### src/core_pkg.sv
`default_nettype none

// Types shared along the load/store pipeline

package core_pkg;

    typedef logic [31:0] word_t;      // Load and store data
    typedef logic [31:0] addr_t;      // Byte address
    typedef logic [31:0] inst_num_t;  // Instruction sequence number
    typedef logic [7:0]  phy_tag_t;   // Destination physical register

endpackage

`default_nettype wire

### src/lsu_pkg.sv
`default_nettype none

package lsu_pkg;

    // Array geometry, 2**WORD_IDX_W words
    localparam int MEM_WORDS       = 256;
    localparam int WORD_IDX_W      = 8;
    localparam int RESET_WORD_BIAS = 3;   // Word i powers up as i + 3

    // RV32 funct3 width codes
    localparam logic [2:0] FUNCT3_LB  = 3'b000;  // Also SB
    localparam logic [2:0] FUNCT3_LH  = 3'b001;  // Also SH
    localparam logic [2:0] FUNCT3_LW  = 3'b010;  // Also SW
    localparam logic [2:0] FUNCT3_LBU = 3'b100;
    localparam logic [2:0] FUNCT3_LHU = 3'b101;

    typedef logic [WORD_IDX_W-1:0] word_idx_t;
    typedef logic [1:0]            byte_off_t;   // Byte within a word

    typedef enum logic [1:0] {
        size_byte,
        size_half,
        size_word
    } acc_size_e;

endpackage

`default_nettype wire

### src/load_result.sv
`default_nettype none

module load_result
    import core_pkg::*;
    import lsu_pkg::*;
(
    input  logic      s2_valid,
    input  logic      s2_is_store,
    input  logic      s2_fault,
    input  logic      s2_signed,
    input  acc_size_e s2_size,
    input  byte_off_t s2_off,
    input  addr_t     s2_addr,
    input  inst_num_t s2_inst_num,
    input  phy_tag_t  s2_phy_tag,
    input  word_t     s2_rdata,
    output logic      done,
    output logic      done_is_store,
    output logic      done_fault,
    output logic      done_wb,
    output word_t     done_data,
    output addr_t     done_addr,
    output inst_num_t done_inst_num,
    output phy_tag_t  done_phy_tag
);

    word_t lane_word;
    word_t ext_data;

    // Addressed lane moved down to bit 0
    assign lane_word = s2_rdata >> {s2_off, 3'b000};

    // Sign taken from the top bit of the selected lane
    always_comb begin
        case (s2_size)
            size_byte: ext_data = {{24{s2_signed & lane_word[7]}}, lane_word[7:0]};
            size_half: ext_data = {{16{s2_signed & lane_word[15]}}, lane_word[15:0]};
            default:   ext_data = s2_rdata;
        endcase
    end

    assign done          = s2_valid;
    assign done_is_store = s2_valid & s2_is_store;
    assign done_fault    = s2_valid & s2_fault;
    assign done_wb       = s2_valid & ~s2_is_store & ~s2_fault;  // Register file write
    assign done_data     = (s2_is_store || s2_fault) ? '0 : ext_data;
    assign done_addr     = s2_addr;
    assign done_inst_num = s2_inst_num;
    assign done_phy_tag  = s2_phy_tag;

endmodule

`default_nettype wire

### config.mk
export PLATFORM = sky130hd
export DESIGN_NAME = load_result
export DESIGN_NICKNAME = d
export VERILOG_FILES = /design/src/core_pkg.sv /design/src/lsu_pkg.sv /design/src/load_result.sv
export SDC_FILE = /design/constraint.sdc
export NUM_CORES = 1
export LEC_CHECK = 0
export CELL_PAD_IN_SITES_DETAIL_PLACEMENT = 0
export CELL_PAD_IN_SITES_GLOBAL_PLACEMENT = 1
export CORE_AREA = 2 2 85 87
export DETAILED_ROUTE_END_ITERATION = 8
export DIE_AREA = 0 0 87 89
export DONT_BUFFER_PORTS = 1
export PLACE_DENSITY_LB_ADDON = 0.1
export SLEW_MARGIN = 10
export SYNTH_ARGS = -nofsm -noshare
export SYNTH_HDL_FRONTEND = slang
export SYNTH_SLANG_ARGS = --single-unit
### constraint.sdc
create_clock -name vclk -period 3.5
set_clock_uncertainty 0.1 [all_clocks]
set_input_delay 0.875 -clock vclk [all_inputs]
set_output_delay 0.875 -clock vclk [all_outputs]
set_load 0.02 [all_outputs]
==> impl_metrics.env <==
export IMPL_crit_chain="mux2_2 -> a32oi_4 -> buf_4 -> a21oi_1 -> buf_4"
export IMPL_grt_use_total=0.1239
export IMPL_fillerInstances=773
export IMPL_synth_cell_types=27
export IMPL_timing_final_ws_setup_ps=557.4
export IMPL_yosysMostFrequentCell="buf_4"
export IMPL_post_route_min_period_ps=2943
export IMPL_grt_max_degree=44
export IMPL_cp_slowest_cell="mux2_2"
export IMPL_netlist_area_mm2=0.001635
export IMPL_syn_instance_count=222
export IMPL_slew_violations=0
export IMPL_max_clock_freq_mhz=339.8
export IMPL_final_layout_size_suffix_gt1_frac=0.3395
export IMPL_route_detailed_drc=0
export IMPL_synth_net_count=334
export IMPL_ant_nets=0
export IMPL_tns_ps=0
export IMPL_grt_pass1_wl_um=7569
export IMPL_yosys_top_cells_count="buf_4 (73), a21oi_1 (30), and2_1 (19)"
export IMPL_synthTopCellsByArea="buf_4 (34%), a21oi_1 (9.2%), and2_1 (7.3%)"
export IMPL_syn2layout_area_growth_pct=-19.20
export IMPL_rows=30
export IMPL_antenna_found_initial=0
export IMPL_hold_path_class="input pin to output pin"
export IMPL_critPathTopFamily="buffers and inverters"
export IMPL_cts_resized=0
export IMPL_die_y_um=89
export IMPL_yosys_warnings=0
export IMPL_preCtsSetupSlack_ps=529.1
export IMPL_rsz0062_at_grt="false"
export IMPL_worst_pin_slew_ps=437.4
export IMPL_wl_per_cell_um=21.42
export IMPL_arrival_ps=1970
export IMPL_ys_seq_area_frac=0
export IMPL_power_leakage_nw=0.4732
export IMPL_critical_path_max_stage_delay_ps=330
export IMPL_first_pass_iters=4
export IMPL_cts_hold_repair_buffers=0
export IMPL_nets=276
export IMPL_die_x_um=87
export IMPL_seq_cells=0
export IMPL_worstSetupPathType="input pin to output pin"
export IMPL_critical_path_most_common_cell="buf_4"
export IMPL_path_buf_inv=2
export IMPL_grt_pass1_vias=1361
export IMPL_holdWs_ps=1650
export IMPL_start_util=0.2434
export IMPL_cp_max_fo=16
export IMPL_cp_start_kind="input pin"
export IMPL_relSlewSlack=0.7081
export IMPL_p_total_uw=165.2
export IMPL_cap_viol_max_count=0
export IMPL_min_period_over_period=0.8407
export IMPL_diodes=0
export IMPL_cts_setup_buffers=0
export IMPL_grt_ovfl_total=0
export IMPL_regArea_um2=0
export IMPL_core_mm2=0.006719
export IMPL_hold_viol=0
export IMPL_syn_area_per_cell_um2=7.366
export IMPL_wirelength_um=5183
export IMPL_die_area_mm2=0.007743
export IMPL_nClkBuffers=0
export IMPL_setup_viol=0
export IMPL_io_buffers=0
export IMPL_yosys_area_top_type="buf_4"
export IMPL_io_pin_count=220
export IMPL_gp_congestion=0.6943
export IMPL_synth_top_cell_area_share=0.3351
export IMPL_power_density_mw_per_mm2=125.0
export IMPL_cp_data_required_time_ps=2520
export IMPL_dpl_hpwl_um=4101
export IMPL_irDropWorstVdd_uv=37.07
export IMPL_status="completed"
export IMPL_worst_setup_path_end_kind="output pin"
export IMPL_num_vias=1323
export IMPL_drt_iter0_drc=62
export IMPL_vias_per_cell=5.467
per-layer routing:
layer	GRT usage	vias to the layer above	part of all wire
met5	0	-	0
met4	0.02841	0	0.018
met3	0.01385	20	0.089
met2	0.2193	74	0.47
met1	0.1613	621	0.42
li1	-	608	-
layout make-up:
| class | instances | area [µm²] | area share |
|---|---|---|---|
| inverter | 2 | 7.507 | 0.005682 |
| multi-input combinational | 130 | 988.4 | 0.7481 |
| tap | 80 | 100.1 | 0.07576 |
| timing repair buffer | 30 | 225.2 | 0.1705 |
cell families (layout without fill, tap and decap cells):
family	count (synthesis)	after routing	synth area share
AO/OA/AOI/OAI	88	88	0.3810
XOR/XNOR	1	1	0.005357
multiplexers	12	12	0.1048
AND/OR/NAND/NOR	29	29	0.1132
buffers and inverters	92	32	0.3956
power by group:
part	switching (mW)	internal, mW	leakage, nW
combinational	0.0946	0.0706	0.473
clock	0	0	0
sequential	0	0	0
total	0.0946	0.0706	0.473
stage by stage:
step / std cells / instance area [µm²] / utilization
detailed placement: 242 / 1321 / 0.1966
global route: 242 / 1321 / 0.1966
global placement: 242 / 1321 / 0.1966
CTS: 242 / 1321 / 0.1966
floorplan: 222 / 1635 / -
finish: 242 / 1321 / 0.1966
path summary, 6_finish.rpt:
check / end / startpoint / cells after the start
setup / recovery: done_data[20] / s2_off[1] / 5
hold / removal: done_addr[15] / s2_addr[15] / 0
cell usage in the layout (no fill, tap or decap):
cell and instances:
a21oi_2 11, mux2_4 7, o22a_1 7, mux2_2 3, o221a_1 7, o21ai_0 16, nor2_1 3, nor2b_1 3
or2_2 1, inv_1 2, a221oi_1 7, o31ai_1 8, a32oi_4 1, and3b_1 1, a211oi_1 1, buf_4 30
mux2i_1 1, a21oi_1 30, mux4_2 1, and2_1 19, nand4b_2 1, nand2b_1 1, xor2_1 1
Power figures use the tool's default switching activity.
